==> src/verilog/rw_mgr_pkg.sv <==
// shared widths, vector types, host command codes, instruction field
// positions and the sequencer state encoding for the read/write manager
package rw_mgr_pkg;

	localparam int AC_BUS_WIDTH = 24;
	localparam int AC_CS_LSB = 24;
	localparam int CMD_ADDR_WIDTH = 12;
	localparam int HOST_DATA_WIDTH = 32;
	localparam int CMD_CODE_LSB = 8;

	typedef logic [19:0] inst_word_t;
	typedef logic [6:0] pc_t;
	typedef logic [5:0] ac_addr_t;
	typedef logic [31:0] ac_word_t;
	typedef logic [CMD_ADDR_WIDTH-1:0] cmd_addr_t;
	typedef logic [HOST_DATA_WIDTH-1:0] host_data_t;
	typedef logic [3:0] cmd_code_t;
	typedef logic [7:0] loop_cnt_t;
	typedef logic [3:0] do_code_t;
	typedef logic [2:0] dm_code_t;

	localparam cmd_code_t CMD_RUN = 4'd0;
	localparam cmd_code_t CMD_LOAD_CNTR = 4'd2;
	localparam cmd_code_t CMD_LOAD_JUMP = 4'd3;
	localparam cmd_code_t CMD_CLEAR_ERR = 4'd4;
	localparam cmd_code_t CMD_SET_CS_MASK = 4'd5;
	localparam cmd_code_t CMD_WRITE_INST = 4'd6;
	localparam cmd_code_t CMD_WRITE_AC = 4'd7;
	localparam cmd_code_t CMD_SOFT_RESET = 4'd8;

	// bits 17 and 16 are reserved
	localparam int INST_RETURN_BIT = 19;
	localparam int INST_READ_BIT = 18;
	localparam int INST_JUMP_BIT = 15;
	localparam int INST_JREG_MSB = 14;
	localparam int INST_JREG_LSB = 13;
	localparam int INST_AC_MSB = 12;
	localparam int INST_AC_LSB = 7;
	localparam int INST_DO_MSB = 6;
	localparam int INST_DO_LSB = 3;
	localparam int INST_DM_MSB = 2;
	localparam int INST_DM_LSB = 0;

	typedef enum logic [1:0] {
		RW_IDLE,
		RW_RUNNING,
		RW_READING,
		RW_DONE
	} rw_state_e;

	// one mask bit per byte lane of a beat
	function automatic int dm_per_beat(input int dq_width);
		return (dq_width + 7) / 8;
	endfunction

endpackage

==> src/verilog/rw_cmd_decoder.sv <==
// host command register stage: captures strobes, address and data,
// turns a new write into one strobe per command code and keeps the
// chip-select mask and the soft reset pulse
module rw_cmd_decoder import rw_mgr_pkg::*; #(
	parameter int MEM_CS_WIDTH = 2
) (
	input  logic afi_clk,
	input  logic afi_reset_n,
	input  logic cmd_write_i,
	input  logic cmd_read_i,
	input  cmd_addr_t avl_address_i,
	input  host_data_t avl_writedata_i,
	output cmd_addr_t cmd_addr_o,
	output host_data_t cmd_data_o,
	output logic write_pending_o,
	output logic read_pending_o,
	output logic run_o,
	output logic load_o,
	output logic load_cntr_o,
	output logic load_jump_o,
	output logic clear_err_o,
	output logic write_inst_o,
	output logic write_ac_o,
	output logic [MEM_CS_WIDTH-1:0] cs_mask_o,
	output logic soft_reset_o
);

	logic write_q;
	logic write_d;
	logic read_q;
	logic new_write;
	cmd_code_t code;

	always_ff @(posedge afi_clk or negedge afi_reset_n) begin
		if (!afi_reset_n) begin
			write_q <= 1'b0;
			write_d <= 1'b0;
			read_q <= 1'b0;
			cs_mask_o <= '0;
			soft_reset_o <= 1'b0;
		end else begin
			write_q <= cmd_write_i;
			write_d <= write_q;
			read_q <= cmd_read_i;
			if (new_write && code == CMD_SET_CS_MASK)
				cs_mask_o <= cmd_data_o[MEM_CS_WIDTH-1:0];
			soft_reset_o <= new_write && code == CMD_SOFT_RESET;
		end
	end

	always_ff @(posedge afi_clk) begin
		cmd_addr_o <= avl_address_i;
		cmd_data_o <= avl_writedata_i;
	end

	// the host holds its strobe, so only the first registered cycle counts
	assign new_write = write_q & ~write_d;
	assign code = cmd_addr_o[CMD_CODE_LSB +: $bits(cmd_code_t)];

	assign write_pending_o = write_q;
	assign read_pending_o = read_q;
	assign run_o = new_write && code == CMD_RUN;
	assign load_o = new_write && code != CMD_RUN;
	assign load_cntr_o = new_write && code == CMD_LOAD_CNTR;
	assign load_jump_o = new_write && code == CMD_LOAD_JUMP;
	assign clear_err_o = new_write && code == CMD_CLEAR_ERR;
	assign write_inst_o = new_write && code == CMD_WRITE_INST;
	assign write_ac_o = new_write && code == CMD_WRITE_AC;

endmodule

==> src/verilog/rw_jump_logic.sv <==
// loop counters with shadow reload values and jump targets
// a loop body closed by a jump runs counter value plus one times
module rw_jump_logic import rw_mgr_pkg::*; (
	input  logic afi_clk,
	input  logic afi_reset_n,
	input  logic soft_reset_i,
	input  loop_cnt_t cmd_data_i,
	input  logic [1:0] reg_sel_i,
	input  logic load_cntr_i,
	input  logic load_jump_i,
	input  logic jump_i,
	input  logic [1:0] jump_reg_i,
	output logic jump_taken_o,
	output loop_cnt_t jump_addr_o
);

	loop_cnt_t cntr_q [4];
	loop_cnt_t shadow_q [4];
	loop_cnt_t target_q [4];

	always_ff @(posedge afi_clk or negedge afi_reset_n) begin
		if (!afi_reset_n) begin
			for (int i = 0; i < 4; i++) begin
				cntr_q[i] <= '0;
				shadow_q[i] <= '0;
				target_q[i] <= '0;
			end
		end else if (soft_reset_i) begin
			for (int i = 0; i < 4; i++) begin
				cntr_q[i] <= '0;
				shadow_q[i] <= '0;
				target_q[i] <= '0;
			end
		end else begin
			if (load_cntr_i) begin
				cntr_q[reg_sel_i] <= cmd_data_i;
				shadow_q[reg_sel_i] <= cmd_data_i;
			end else if (jump_i) begin
				// an exhausted counter falls through and rearms for the next pass
				if (cntr_q[jump_reg_i] != '0)
					cntr_q[jump_reg_i] <= cntr_q[jump_reg_i] - 1'b1;
				else
					cntr_q[jump_reg_i] <= shadow_q[jump_reg_i];
			end
			if (load_jump_i)
				target_q[reg_sel_i] <= cmd_data_i;
		end
	end

	assign jump_taken_o = jump_i && cntr_q[jump_reg_i] != '0;
	assign jump_addr_o = target_q[jump_reg_i];

endmodule

==> src/verilog/rw_sequencer.sv <==
// command state machine, program counter and instruction RAM
// the RAM is read at the next PC so the fetched word lines up with the PC
module rw_sequencer import rw_mgr_pkg::*; (
	input  logic afi_clk,
	input  logic afi_reset_n,
	input  logic run_i,
	input  logic load_i,
	input  logic load_cntr_i,
	input  logic load_jump_i,
	input  logic write_inst_i,
	input  cmd_addr_t cmd_addr_i,
	input  host_data_t cmd_data_i,
	input  logic soft_reset_i,
	input  logic write_pending_i,
	input  logic read_pending_i,
	output logic cmd_done_o,
	output logic running_o,
	output pc_t pc_o,
	output logic inst_read_o,
	output ac_addr_t ac_addr_o,
	output do_code_t do_code_o,
	output dm_code_t dm_code_o
);

	rw_state_e state_q;
	pc_t pc_q;
	pc_t next_pc;
	inst_word_t inst_ram [2**$bits(pc_t)];
	inst_word_t inst_q;
	logic jump_taken;
	loop_cnt_t jump_addr;

	rw_jump_logic u_jump_logic (
		.afi_clk      (afi_clk),
		.afi_reset_n  (afi_reset_n),
		.soft_reset_i (soft_reset_i),
		.cmd_data_i   (cmd_data_i[$bits(loop_cnt_t)-1:0]),
		.reg_sel_i    (cmd_addr_i[1:0]),
		.load_cntr_i  (load_cntr_i),
		.load_jump_i  (load_jump_i),
		.jump_i       (running_o && inst_q[INST_JUMP_BIT]),
		.jump_reg_i   (inst_q[INST_JREG_MSB:INST_JREG_LSB]),
		.jump_taken_o (jump_taken),
		.jump_addr_o  (jump_addr)
	);

	always_comb begin
		if (soft_reset_i)
			next_pc = '0;
		else if (state_q == RW_IDLE && run_i)
			next_pc = pc_t'(cmd_data_i);
		else if (!running_o)
			next_pc = pc_q;
		else if (jump_taken)
			next_pc = pc_t'(jump_addr);
		else if (inst_q[INST_RETURN_BIT])
			next_pc = pc_q;
		else
			next_pc = pc_q + 1'b1;
	end

	always_ff @(posedge afi_clk) begin
		if (write_inst_i)
			inst_ram[pc_t'(cmd_addr_i)] <= inst_word_t'(cmd_data_i);
		inst_q <= inst_ram[next_pc];
	end

	always_ff @(posedge afi_clk or negedge afi_reset_n) begin
		if (!afi_reset_n) begin
			state_q <= RW_IDLE;
			pc_q <= '0;
		end else begin
			pc_q <= next_pc;
			unique case (state_q)
				RW_IDLE: begin
					if (run_i)
						state_q <= RW_RUNNING;
					else if (read_pending_i)
						state_q <= RW_READING;
					else if (load_i)
						state_q <= RW_DONE;
				end
				RW_RUNNING: begin
					if (inst_q[INST_RETURN_BIT])
						state_q <= RW_DONE;
				end
				RW_READING: state_q <= RW_DONE;
				RW_DONE: begin
					// wait for the host to drop its strobe
					if (!write_pending_i && !read_pending_i)
						state_q <= RW_IDLE;
				end
			endcase
		end
	end

	assign cmd_done_o = state_q == RW_DONE;
	assign running_o = state_q == RW_RUNNING;
	assign pc_o = pc_q;
	assign inst_read_o = running_o && inst_q[INST_READ_BIT];
	assign ac_addr_o = inst_q[INST_AC_MSB:INST_AC_LSB];
	assign do_code_o = inst_q[INST_DO_MSB:INST_DO_LSB];
	assign dm_code_o = inst_q[INST_DM_MSB:INST_DM_LSB];

endmodule

==> src/verilog/rw_ac_ram.sv <==
// address/command RAM with per-rank chip-select masking
// chip selects stay high in any cycle that does not issue an AC word
module rw_ac_ram import rw_mgr_pkg::*; #(
	parameter int AFI_RATIO = 2,
	parameter int MEM_CS_WIDTH = 2
) (
	input  logic afi_clk,
	input  logic afi_reset_n,
	input  logic write_ac_i,
	input  cmd_addr_t cmd_addr_i,
	input  host_data_t cmd_data_i,
	input  ac_addr_t ac_addr_i,
	input  logic issue_i,
	input  logic [MEM_CS_WIDTH-1:0] cs_mask_i,
	output logic [AC_BUS_WIDTH-1:0] ac_bus_o,
	output logic [AFI_RATIO*MEM_CS_WIDTH-1:0] ac_cs_n_o
);

	ac_word_t ac_ram [2**$bits(ac_addr_t)];
	ac_word_t ac_q;
	logic issue_q;

	always_ff @(posedge afi_clk) begin
		if (write_ac_i)
			ac_ram[ac_addr_t'(cmd_addr_i)] <= ac_word_t'(cmd_data_i);
		ac_q <= ac_ram[ac_addr_i];
	end

	always_ff @(posedge afi_clk or negedge afi_reset_n) begin
		if (!afi_reset_n)
			issue_q <= 1'b0;
		else
			issue_q <= issue_i;
	end

	always_comb begin
		for (int p = 0; p < AFI_RATIO; p++)
			for (int r = 0; r < MEM_CS_WIDTH; r++)
				ac_cs_n_o[p*MEM_CS_WIDTH + r] = !issue_q || ac_q[AC_CS_LSB + p] || cs_mask_i[r];
	end

	assign ac_bus_o = ac_q[AC_BUS_WIDTH-1:0];

endmodule

==> src/verilog/rw_write_pattern.sv <==
// expands the do/dm codes of an instruction into full-rate write data
// and data mask, registered to line up with the AC word
module rw_write_pattern import rw_mgr_pkg::*; #(
	parameter int AFI_RATIO = 2,
	parameter int MEM_DQ_WIDTH = 8
) (
	input  logic afi_clk,
	input  logic afi_reset_n,
	input  do_code_t do_code_i,
	input  dm_code_t dm_code_i,
	output logic [2*AFI_RATIO*MEM_DQ_WIDTH-1:0] afi_wdata_o,
	output logic [2*AFI_RATIO*dm_per_beat(MEM_DQ_WIDTH)-1:0] afi_dm_o,
	output logic [2*AFI_RATIO*MEM_DQ_WIDTH-1:0] pattern_o
);

	localparam int BEATS = 2 * AFI_RATIO;
	localparam int DM_W = dm_per_beat(MEM_DQ_WIDTH);

	logic [BEATS*DM_W-1:0] mask;

	// beat b repeats code bit b mod 4 on every DQ and bit b mod 3 on every mask lane
	always_comb begin
		for (int b = 0; b < BEATS; b++) begin
			pattern_o[b*MEM_DQ_WIDTH +: MEM_DQ_WIDTH] = {MEM_DQ_WIDTH{do_code_i[b % 4]}};
			mask[b*DM_W +: DM_W] = {DM_W{dm_code_i[b % 3]}};
		end
	end

	always_ff @(posedge afi_clk or negedge afi_reset_n) begin
		if (!afi_reset_n) begin
			afi_wdata_o <= '0;
			afi_dm_o <= '0;
		end else begin
			afi_wdata_o <= pattern_o;
			afi_dm_o <= mask;
		end
	end

endmodule

==> src/verilog/rw_check_status.sv <==
// queue of expected read patterns, read data comparison, sticky per-DQ
// error bits and the host readback mux
module rw_check_status import rw_mgr_pkg::*; #(
	parameter int AFI_RATIO = 2,
	parameter int MEM_DQ_WIDTH = 8,
	parameter int CHECK_DEPTH = 8
) (
	input  logic afi_clk,
	input  logic afi_reset_n,
	input  logic soft_reset_i,
	input  logic clear_err_i,
	input  logic push_i,
	input  logic [2*AFI_RATIO*MEM_DQ_WIDTH-1:0] pattern_i,
	input  logic [2*AFI_RATIO*MEM_DQ_WIDTH-1:0] afi_rdata_i,
	input  logic afi_rdata_valid_i,
	input  cmd_addr_t cmd_addr_i,
	input  pc_t pc_i,
	output host_data_t avl_readdata_o
);

	localparam int DATA_W = 2 * AFI_RATIO * MEM_DQ_WIDTH;
	localparam int PTR_W = (CHECK_DEPTH > 1) ? $clog2(CHECK_DEPTH) : 1;
	localparam int CNT_W = $clog2(CHECK_DEPTH + 1);

	logic [DATA_W-1:0] queue_q [CHECK_DEPTH];
	logic [DATA_W-1:0] rdata_q;
	logic [DATA_W-1:0] mismatch;
	logic [MEM_DQ_WIDTH-1:0] miss_dq;
	logic [MEM_DQ_WIDTH-1:0] err_q;
	logic [PTR_W-1:0] wr_ptr_q;
	logic [PTR_W-1:0] rd_ptr_q;
	logic [CNT_W-1:0] count_q;
	logic valid_q;
	logic do_push;
	logic do_pop;

	assign do_push = push_i && count_q != CNT_W'(CHECK_DEPTH);
	assign do_pop = valid_q && count_q != '0;

	always_ff @(posedge afi_clk) begin
		rdata_q <= afi_rdata_i;
		if (do_push)
			queue_q[wr_ptr_q] <= pattern_i;
	end

	// fold every beat onto the DQ it came from
	always_comb begin
		mismatch = rdata_q ^ queue_q[rd_ptr_q];
		miss_dq = '0;
		for (int b = 0; b < 2 * AFI_RATIO; b++)
			miss_dq = miss_dq | mismatch[b*MEM_DQ_WIDTH +: MEM_DQ_WIDTH];
	end

	always_ff @(posedge afi_clk or negedge afi_reset_n) begin
		if (!afi_reset_n) begin
			valid_q <= 1'b0;
			wr_ptr_q <= '0;
			rd_ptr_q <= '0;
			count_q <= '0;
			err_q <= '0;
		end else if (soft_reset_i) begin
			valid_q <= 1'b0;
			wr_ptr_q <= '0;
			rd_ptr_q <= '0;
			count_q <= '0;
			err_q <= '0;
		end else begin
			valid_q <= afi_rdata_valid_i;
			if (do_push)
				wr_ptr_q <= (wr_ptr_q == PTR_W'(CHECK_DEPTH - 1)) ? '0 : wr_ptr_q + 1'b1;
			if (do_pop)
				rd_ptr_q <= (rd_ptr_q == PTR_W'(CHECK_DEPTH - 1)) ? '0 : rd_ptr_q + 1'b1;
			if (do_push && !do_pop)
				count_q <= count_q + 1'b1;
			else if (do_pop && !do_push)
				count_q <= count_q - 1'b1;
			if (clear_err_i)
				err_q <= '0;
			else if (do_pop)
				err_q <= err_q | miss_dq;
		end
	end

	always_comb begin
		if (cmd_addr_i == cmd_addr_t'(0))
			avl_readdata_o = host_data_t'(err_q);
		else if (cmd_addr_i == cmd_addr_t'(1))
			avl_readdata_o = host_data_t'(pc_i);
		else
			avl_readdata_o = '0;
	end

endmodule

==> src/verilog/rw_manager_top.sv <==
// read/write manager core: host command decoder, sequencer, AC RAM,
// write pattern generator and read checker
module rw_manager_top import rw_mgr_pkg::*; #(
	parameter int AFI_RATIO = 2,
	parameter int MEM_DQ_WIDTH = 8,
	parameter int MEM_CS_WIDTH = 2,
	parameter int CHECK_DEPTH = 8
) (
	input  logic afi_clk,
	input  logic afi_reset_n,
	input  logic cmd_write_i,
	input  logic cmd_read_i,
	input  cmd_addr_t avl_address_i,
	input  host_data_t avl_writedata_i,
	input  logic [2*AFI_RATIO*MEM_DQ_WIDTH-1:0] afi_rdata_i,
	input  logic afi_rdata_valid_i,
	output host_data_t avl_readdata_o,
	output logic cmd_done_o,
	output logic [AC_BUS_WIDTH-1:0] ac_bus_o,
	output logic [AFI_RATIO*MEM_CS_WIDTH-1:0] ac_cs_n_o,
	output logic [2*AFI_RATIO*MEM_DQ_WIDTH-1:0] afi_wdata_o,
	output logic [2*AFI_RATIO*dm_per_beat(MEM_DQ_WIDTH)-1:0] afi_dm_o
);

	cmd_addr_t cmd_addr;
	host_data_t cmd_data;
	logic write_pending, read_pending;
	logic run, load, load_cntr, load_jump, clear_err, write_inst, write_ac;
	logic [MEM_CS_WIDTH-1:0] cs_mask;
	logic soft_reset;
	logic running;
	pc_t pc;
	logic inst_read;
	ac_addr_t ac_addr;
	do_code_t do_code;
	dm_code_t dm_code;
	logic [2*AFI_RATIO*MEM_DQ_WIDTH-1:0] pattern;

	rw_cmd_decoder #(.MEM_CS_WIDTH(MEM_CS_WIDTH)) u_cmd_decoder (
		.afi_clk(afi_clk), .afi_reset_n(afi_reset_n),
		.cmd_write_i(cmd_write_i), .cmd_read_i(cmd_read_i),
		.avl_address_i(avl_address_i), .avl_writedata_i(avl_writedata_i),
		.cmd_addr_o(cmd_addr), .cmd_data_o(cmd_data),
		.write_pending_o(write_pending), .read_pending_o(read_pending),
		.run_o(run), .load_o(load), .load_cntr_o(load_cntr), .load_jump_o(load_jump),
		.clear_err_o(clear_err), .write_inst_o(write_inst), .write_ac_o(write_ac),
		.cs_mask_o(cs_mask), .soft_reset_o(soft_reset)
	);

	rw_sequencer u_sequencer (
		.afi_clk(afi_clk), .afi_reset_n(afi_reset_n),
		.run_i(run), .load_i(load), .load_cntr_i(load_cntr), .load_jump_i(load_jump),
		.write_inst_i(write_inst), .cmd_addr_i(cmd_addr), .cmd_data_i(cmd_data),
		.soft_reset_i(soft_reset),
		.write_pending_i(write_pending), .read_pending_i(read_pending),
		.cmd_done_o(cmd_done_o), .running_o(running), .pc_o(pc), .inst_read_o(inst_read),
		.ac_addr_o(ac_addr), .do_code_o(do_code), .dm_code_o(dm_code)
	);

	rw_ac_ram #(.AFI_RATIO(AFI_RATIO), .MEM_CS_WIDTH(MEM_CS_WIDTH)) u_ac_ram (
		.afi_clk(afi_clk), .afi_reset_n(afi_reset_n),
		.write_ac_i(write_ac), .cmd_addr_i(cmd_addr), .cmd_data_i(cmd_data),
		.ac_addr_i(ac_addr), .issue_i(running), .cs_mask_i(cs_mask),
		.ac_bus_o(ac_bus_o), .ac_cs_n_o(ac_cs_n_o)
	);

	rw_write_pattern #(.AFI_RATIO(AFI_RATIO), .MEM_DQ_WIDTH(MEM_DQ_WIDTH)) u_write_pattern (
		.afi_clk(afi_clk), .afi_reset_n(afi_reset_n),
		.do_code_i(do_code), .dm_code_i(dm_code),
		.afi_wdata_o(afi_wdata_o), .afi_dm_o(afi_dm_o), .pattern_o(pattern)
	);

	rw_check_status #(
		.AFI_RATIO(AFI_RATIO), .MEM_DQ_WIDTH(MEM_DQ_WIDTH), .CHECK_DEPTH(CHECK_DEPTH)
	) u_check_status (
		.afi_clk(afi_clk), .afi_reset_n(afi_reset_n),
		.soft_reset_i(soft_reset), .clear_err_i(clear_err),
		.push_i(inst_read), .pattern_i(pattern),
		.afi_rdata_i(afi_rdata_i), .afi_rdata_valid_i(afi_rdata_valid_i),
		.cmd_addr_i(cmd_addr), .pc_i(pc), .avl_readdata_o(avl_readdata_o)
	);

endmodule

==> config.mk <==
export PLATFORM = sky130hd
export DESIGN_NAME = rw_manager_top
export DESIGN_NICKNAME = d
export VERILOG_FILES = /design/src/verilog/rw_mgr_pkg.sv /design/src/verilog/rw_cmd_decoder.sv /design/src/verilog/rw_jump_logic.sv /design/src/verilog/rw_sequencer.sv /design/src/verilog/rw_ac_ram.sv /design/src/verilog/rw_write_pattern.sv /design/src/verilog/rw_check_status.sv /design/src/verilog/rw_manager_top.sv
export SDC_FILE = /design/constraint.sdc
export NUM_CORES = 2
export LEC_CHECK = 0
export BUFFER_PORTS_ARGS = -buffer_cell sky130_fd_sc_hd__buf_2
export CORE_ASPECT_RATIO = 0.75
export CORE_MARGIN = 3
export CORE_UTILIZATION = 30
export CTS_BUF_LIST = sky130_fd_sc_hd__clkbuf_4 sky130_fd_sc_hd__clkbuf_8
export DETAILED_ROUTE_END_ITERATION = 16
export GPL_ROUTABILITY_DRIVEN = 0
export SYNTH_ARGS = -nofsm -noshare
export SYNTH_HDL_FRONTEND = slang
export SYNTH_HIERARCHICAL = 1
export SYNTH_MEMORY_MAX_BITS = 65536
export SYNTH_SLANG_ARGS = --single-unit
==> constraint.sdc <==
create_clock -name afi_clk -period 11.6 [get_ports afi_clk]
set_input_delay 1.16 -clock afi_clk [delete_from_list [all_inputs] [get_ports afi_clk]]
set_output_delay 1.16 -clock afi_clk [all_outputs]
set_load 0.05 [all_outputs]
# After elaboration in Yosys (flattened, before gate mapping)

Memories as Yosys holds them, arrays and structs flattened. A register that Yosys moved wholly into a read port is not among the register bits.
Index checks and enable logic that the tools add are counted.

Flip-flop bits (word level): 236
Memory bits (writable): 4864
Input port bits: 81
Output and inout port bits: 97
Logic and storage cells: 172
Memories: 3

$add $sub $neg: 6
$lt $le $gt $ge: 4
Equality and inequality tests: 17
Muxes and demuxes: 58
Bitwise gates (word level): 9
Reductions and logical operators: 45

Memory list:

| name                   | depth | width | read ports | clocked after Yosys merged registers in | write ports | line                  | source |
|---|---|---|---|---|---|---|---|
| u_sequencer.inst_ram   | 128   | 20    | 1          | 1                                       | 1           | rw_sequencer.sv:28    | `inst_word_t inst_ram [2**$bits(pc_t)];` |
| u_ac_ram.ac_ram        | 64    | 32    | 1          | 1                                       | 1           | rw_ac_ram.sv:19       | `ac_word_t ac_ram [2**$bits(ac_addr_t)];` |
| u_check_status.queue_q | 8     | 32    | 1          | 0                                       | 1           | rw_check_status.sv:25 | `logic [DATA_W-1:0] queue_q [CHECK_DEPTH];` |

Operator list:

| kind                | count |
|---|---|
| $mux 32             | 8 |
| $bwmux 32           | 5 |
| $mux 8              | 10 |
| $mux 7              | 8 |
| $bmux 8 s2          | 3 |
| $demux 8 s2         | 2 |
| $or 8x8->8          | 4 |
| $xor 32x32->32      | 1 |
| $logic_and 1x1->1   | 20 |
| $mux 3              | 6 |
| $eq 4x3->1 const B  | 4 |
| $eq 12x1->1 const B | 1 |
| $logic_not 12->1    | 1 |
| $mux 4              | 3 |
| $mux 2              | 5 |
| $reduce_bool 3->1   | 3 |
| $eq 4x2->1 const B  | 2 |
| $pmux 2 s4          | 1 |
| $reduce_bool 2->1   | 4 |
| $reduce_bool 4->1   | 2 |
| $reduce_bool 8->1   | 1 |
| $sub 8x1->8 const B | 1 |
| $add 7x1->7 const B | 1 |
| $mux 1              | 7 |
| 21 further kinds    | 36 |

# Longest topological paths before layout

Depth in word-level cells: 10
Depth in mapped cells: 26
Depth with buffers taken out: 15

# Modules after synthesis

Netlist, hierarchy kept.

By module, submodules not included:

| module           | times used | cells each | area an instance (µm²) | seq. area each (µm²) |
|---|---|---|---|---|
| rw_sequencer     | 1          | 6013       | 91102.4                | 69771.9 |
| rw_ac_ram        | 1          | 3006       | 65181.3                | 50513.4 |
| rw_check_status  | 1          | 738        | 12231.7                | 8803.4 |
| rw_jump_logic    | 1          | 510        | 5175.0                 | 2402.3 |
| rw_cmd_decoder   | 1          | 69         | 1149.9                 | 1031.0 |
| rw_write_pattern | 1          | 68         | 633.1                  | 175.2 |

# Worst setup path before layout

OpenSTA, ideal clock, no wires.

Path kind: register to register
Start point: register u_cmd_decoder.cmd_data_o[2]
End point: register u_sequencer.inst_q[18], read port of u_sequencer.inst_ram
Library setup time: 129 ps
Arrival time: 5217 ps
Required time: 11471 ps
Setup slack: 6254 ps
Cell stages (with the launch flop): 12
Path buffers: 4
Clock period less this slack: 5346 ps
Path through: dfxtp_1 > nor2_1 > nor2_1 > nand2_1 > inv_2 > buf_2 > buf_2 > buf_2 > buf_1 > mux4_2 > a221oi_1 > nand4_1

Cells in the longest elaborated chain, start to end: 2

RTL lines:

| item                   | line                 | source |
|---|---|---|
| from (decl)            | rw_cmd_decoder.sv:14 | `output host_data_t cmd_data_o,` |
| from (signal assigned) | rw_cmd_decoder.sv:53 | `cmd_data_o <= avl_writedata_i;` |
| $mux 7                 | rw_sequencer.sv:50   | `else if (state_q == RW_IDLE && run_i)` |
| $mux 7                 | rw_sequencer.sv:48   | `if (soft_reset_i)` |
| to (decl)              | rw_sequencer.sv:29   | `inst_word_t inst_q;` |

No other way between the ends.
A chain may end at the register's enable or synchronous reset.

# Final worst setup path

Start point: register u_sequencer.inst_q[13], read port of u_sequencer.inst_ram
End point: register u_sequencer.inst_q[3], read port of u_sequencer.inst_ram

Cells in the longest elaborated chain, start to end: 10
Elaborated cells on any way between the ends: 13
Those cells by class: mux: 10; bitwise: 1; reduce/logical: 2

RTL lines:

| item                                       | line                | source |
|---|---|---|
| $not 2->3 (not written as such)            | rw_jump_logic.sv:50 | `assign jump_taken_o = jump_i && cntr_q[jump_reg_i] != '0;` |
| $bmux 8 s2                                 | rw_jump_logic.sv:50 |  |
| $mux 8 (not written as such) (2 in series) | rw_jump_logic.sv:50 |  |
| $reduce_bool 8->1                          | rw_jump_logic.sv:50 |  |
| $logic_and 1x1->1                          | rw_jump_logic.sv:50 |  |
| named net u_sequencer.jump_taken           | rw_sequencer.sv:30  | `logic jump_taken;` |
| $mux 7                                     | rw_sequencer.sv:54  | `else if (jump_taken)` |
| $mux 7                                     | rw_sequencer.sv:52  | `else if (!running_o)` |
| $mux 7                                     | rw_sequencer.sv:50  |  |
| $mux 7                                     | rw_sequencer.sv:48  |  |

The timed path passes the listed nets, and every way through them passes these cells. The select of a mux whose other input is x is not followed.

==> impl_metrics.ini <==
[placed_design]
pre_cts_ws_ns = 3.49
port-buffer-count = 147
placed_area_sq_um = 186000
post-dp-hpwl_mm = 286

[clocking]
cts.clk_slew.worst_paths_ns = 0.06
cts_resized = 0
htreeDepth = 6
clk_path_buf_depth = 4
postCtsSetupRepairBufs = 0
cts_buffers = 685
cts_tree = built
clk_latency_ns = 1.28
clkSinkCount = 4472
ctsRootBufferMaster = clkbuf_8

[setup_path]
cpLargestDelayFamily = simple AND/OR/NAND/NOR gates
end_kind = flip-flop
path_common_cell = buf_4
cpPeakStageDelay_ns = 0.77
crit_chain = buf_4 > mux4_2 > nor4_4 > nand3_4 > and2_1 > and2_1 > a32o_1 > o31ai_4 > buf_12 > inv_8 > buf_4 > buf_4 > a21oi_1 > a221oi_1 > o21ai_0 > nand4_1 > nor4b_2 > nand3_1
arrival_ns = 9.16
worstSetupStartpointType = flip-flop
slowest_stage = nor4b_2
crit_type = flip-flop to flip-flop
worstPathRequired_ns = 12.60
r2r_slack_ns = 3.44
critPathBufInv = 5
cp_max_fo = 93

[floorplanning]
num_rows = 242
core-area_sq_um = 580000
die_y_um = 668
fp.dieArea_sq_um = 593000
die_w_um = 888
io_pins = 178
start_util = 0.302

[yosys]
netlist_instances = 10400
yosysWarnings = 6
syn_area_sq_um = 175000
synth_area_per_cell_sq_um = 16.9

[pwr]
max-vdd-ir-drop_v = 0.000259
p_per_area_nw_per_um2 = 229
power_w = 0.0457
leakage_nw = 65.3

[timing]
post-route-period-util = 0.703
slew_headroom = 0.0305
setup_slack_ns = 3.44
min_period_ns = 8.16
clock.fmax_mhz = 123
setup_viol = 0
finalMaxSlewViolations = 0
hold_viol = 0
fin_tns_setup_ns = 0
worst_pin_slew_ns = 1.44
rsz0062_at_grt = false
skew_ns = 0.154

[cells_and_area]
syn2layout_area_growth_pct = 14.0
final_util = 0.344
design_area_sq_um = 200000
final_layout_size_suffix_gt1_frac = 0.217
nNetsFinal = 11000
layout_common_cells = edfxtp_1, nand2_1, clkbuf_8, mux2i_1, a21oi_1
layout.cells.most_common = edfxtp_1

[global_route]
antenna_found_initial = 47
track_usage = 0.161
grt_first_pass_wirelength_mm = 704
grt_pass1_vias = 94100
overflow = 0
grt_start_max_net_pins = 193

[drt]
vias = 99900
avgViaCountPerCell = 5.21
post_drt_wl_per_cell_um = 26.0
drt_pass1_iterations = 6
routed_wl_mm = 498
drc = 0
antenna_left = 0
drt_iter0_markers = 12100

[worst_hold_path]
hold_path.class = input pin to flip-flop

[job]
drv_cap = 0

[outcome]
outcome = finished clean
-- state kept, by name, summed over array words and instances, names as in the netlist, 18 cells and up --
name / cells
u_sequencer/u_jump_logic/target_q: 28
u_ac_ram/ac_ram: 1664
u_sequencer/inst_q: 18
u_check_status/queue_q: 256
u_sequencer/u_jump_logic/shadow_q: 32
u_cmd_decoder/cmd_data_o: 26
u_check_status/rdata_q: 32
u_ac_ram/ac_q: 26
u_sequencer/u_jump_logic/cntr_q: 32
u_sequencer/inst_ram: 2304
-- worst paths after layout --
kind	startpoint	to	depth (start not counted)
worst max-delay path	u_sequencer/inst_q[13]	u_sequencer/inst_q[3]	18
worst min-delay path	avl_address_i[11]	u_cmd_decoder/cmd_addr_o[11]	1
min in group asynchronous	afi_reset_n	u_write_pattern/afi_wdata_o[23]	2
worst max register to register	u_sequencer/inst_q[13]	u_sequencer/inst_q[3]	18
worst min register to register	u_sequencer/u_jump_logic/cntr_q[17]	u_sequencer/u_jump_logic/cntr_q[17]	2
max in group asynchronous	afi_reset_n	u_cmd_decoder/soft_reset_o	3
-- worst register-to-register path: cells and delay by family, from the launching register on --
kind | cells | cell delay [ns]
and+or+nand+nor | 7 | 3.04
buffers and inverters | 5 | 2.25
AOI/OAI and AO/OA | 5 | 1.49
muxes | 1 | 0.69
DFF | 1 | 0.51
-- power by group --
part / switching (W) / internal (W)
clock network: 0.00619 / 0.00668
registers: 0.000483 / 0.0181
logic: 0.00943 / 0.00482
-- layout make-up --
class / count / area [sq um]
Antenna cell: 15 / 37.5
Clock buffer: 979 / 11800
Clock inverter: 251 / 1460
Fill cell: 54700 / 381000
Inverter: 25 / 119
Multi-Input combinational cell: 5154 / 39400
Sequential cell: 4472 / 133000
Tap cell: 7686 / 9620
Timing Repair Buffer: 601 / 4600
-- per-stage QoR --
| stage | hold WS, ns | cells |
|---|---|---|
| final | 0.165 | 19200 |
| after global routing | 0.113 | 19200 |
| after CTS | 0.0605 | 19200 |
| after detailed placement | 0.483 | 17900 |
| after global placement | 0.471 | 17900 |
| after floorplan | 0.363 | 10400 |
-- what timing repair did --
action	CTS	global route
endpoints found under the setup margin	0	0
endpoints found under the hold margin	146	0
hold buffers	69	0
-- routing by layer --
metal / vias up / global-route usage / part of all wire
li1: 42000 / - / -
met1: 51700 / 0.242 / 0.43
met3: 708 / 0.0477 / 0.12
met4: 8 / 0.0412 / 0.024
met5: - / 0 / 0.00011
met2: 5413 / 0.226 / 0.42
(Power assumes the default switching activity.)
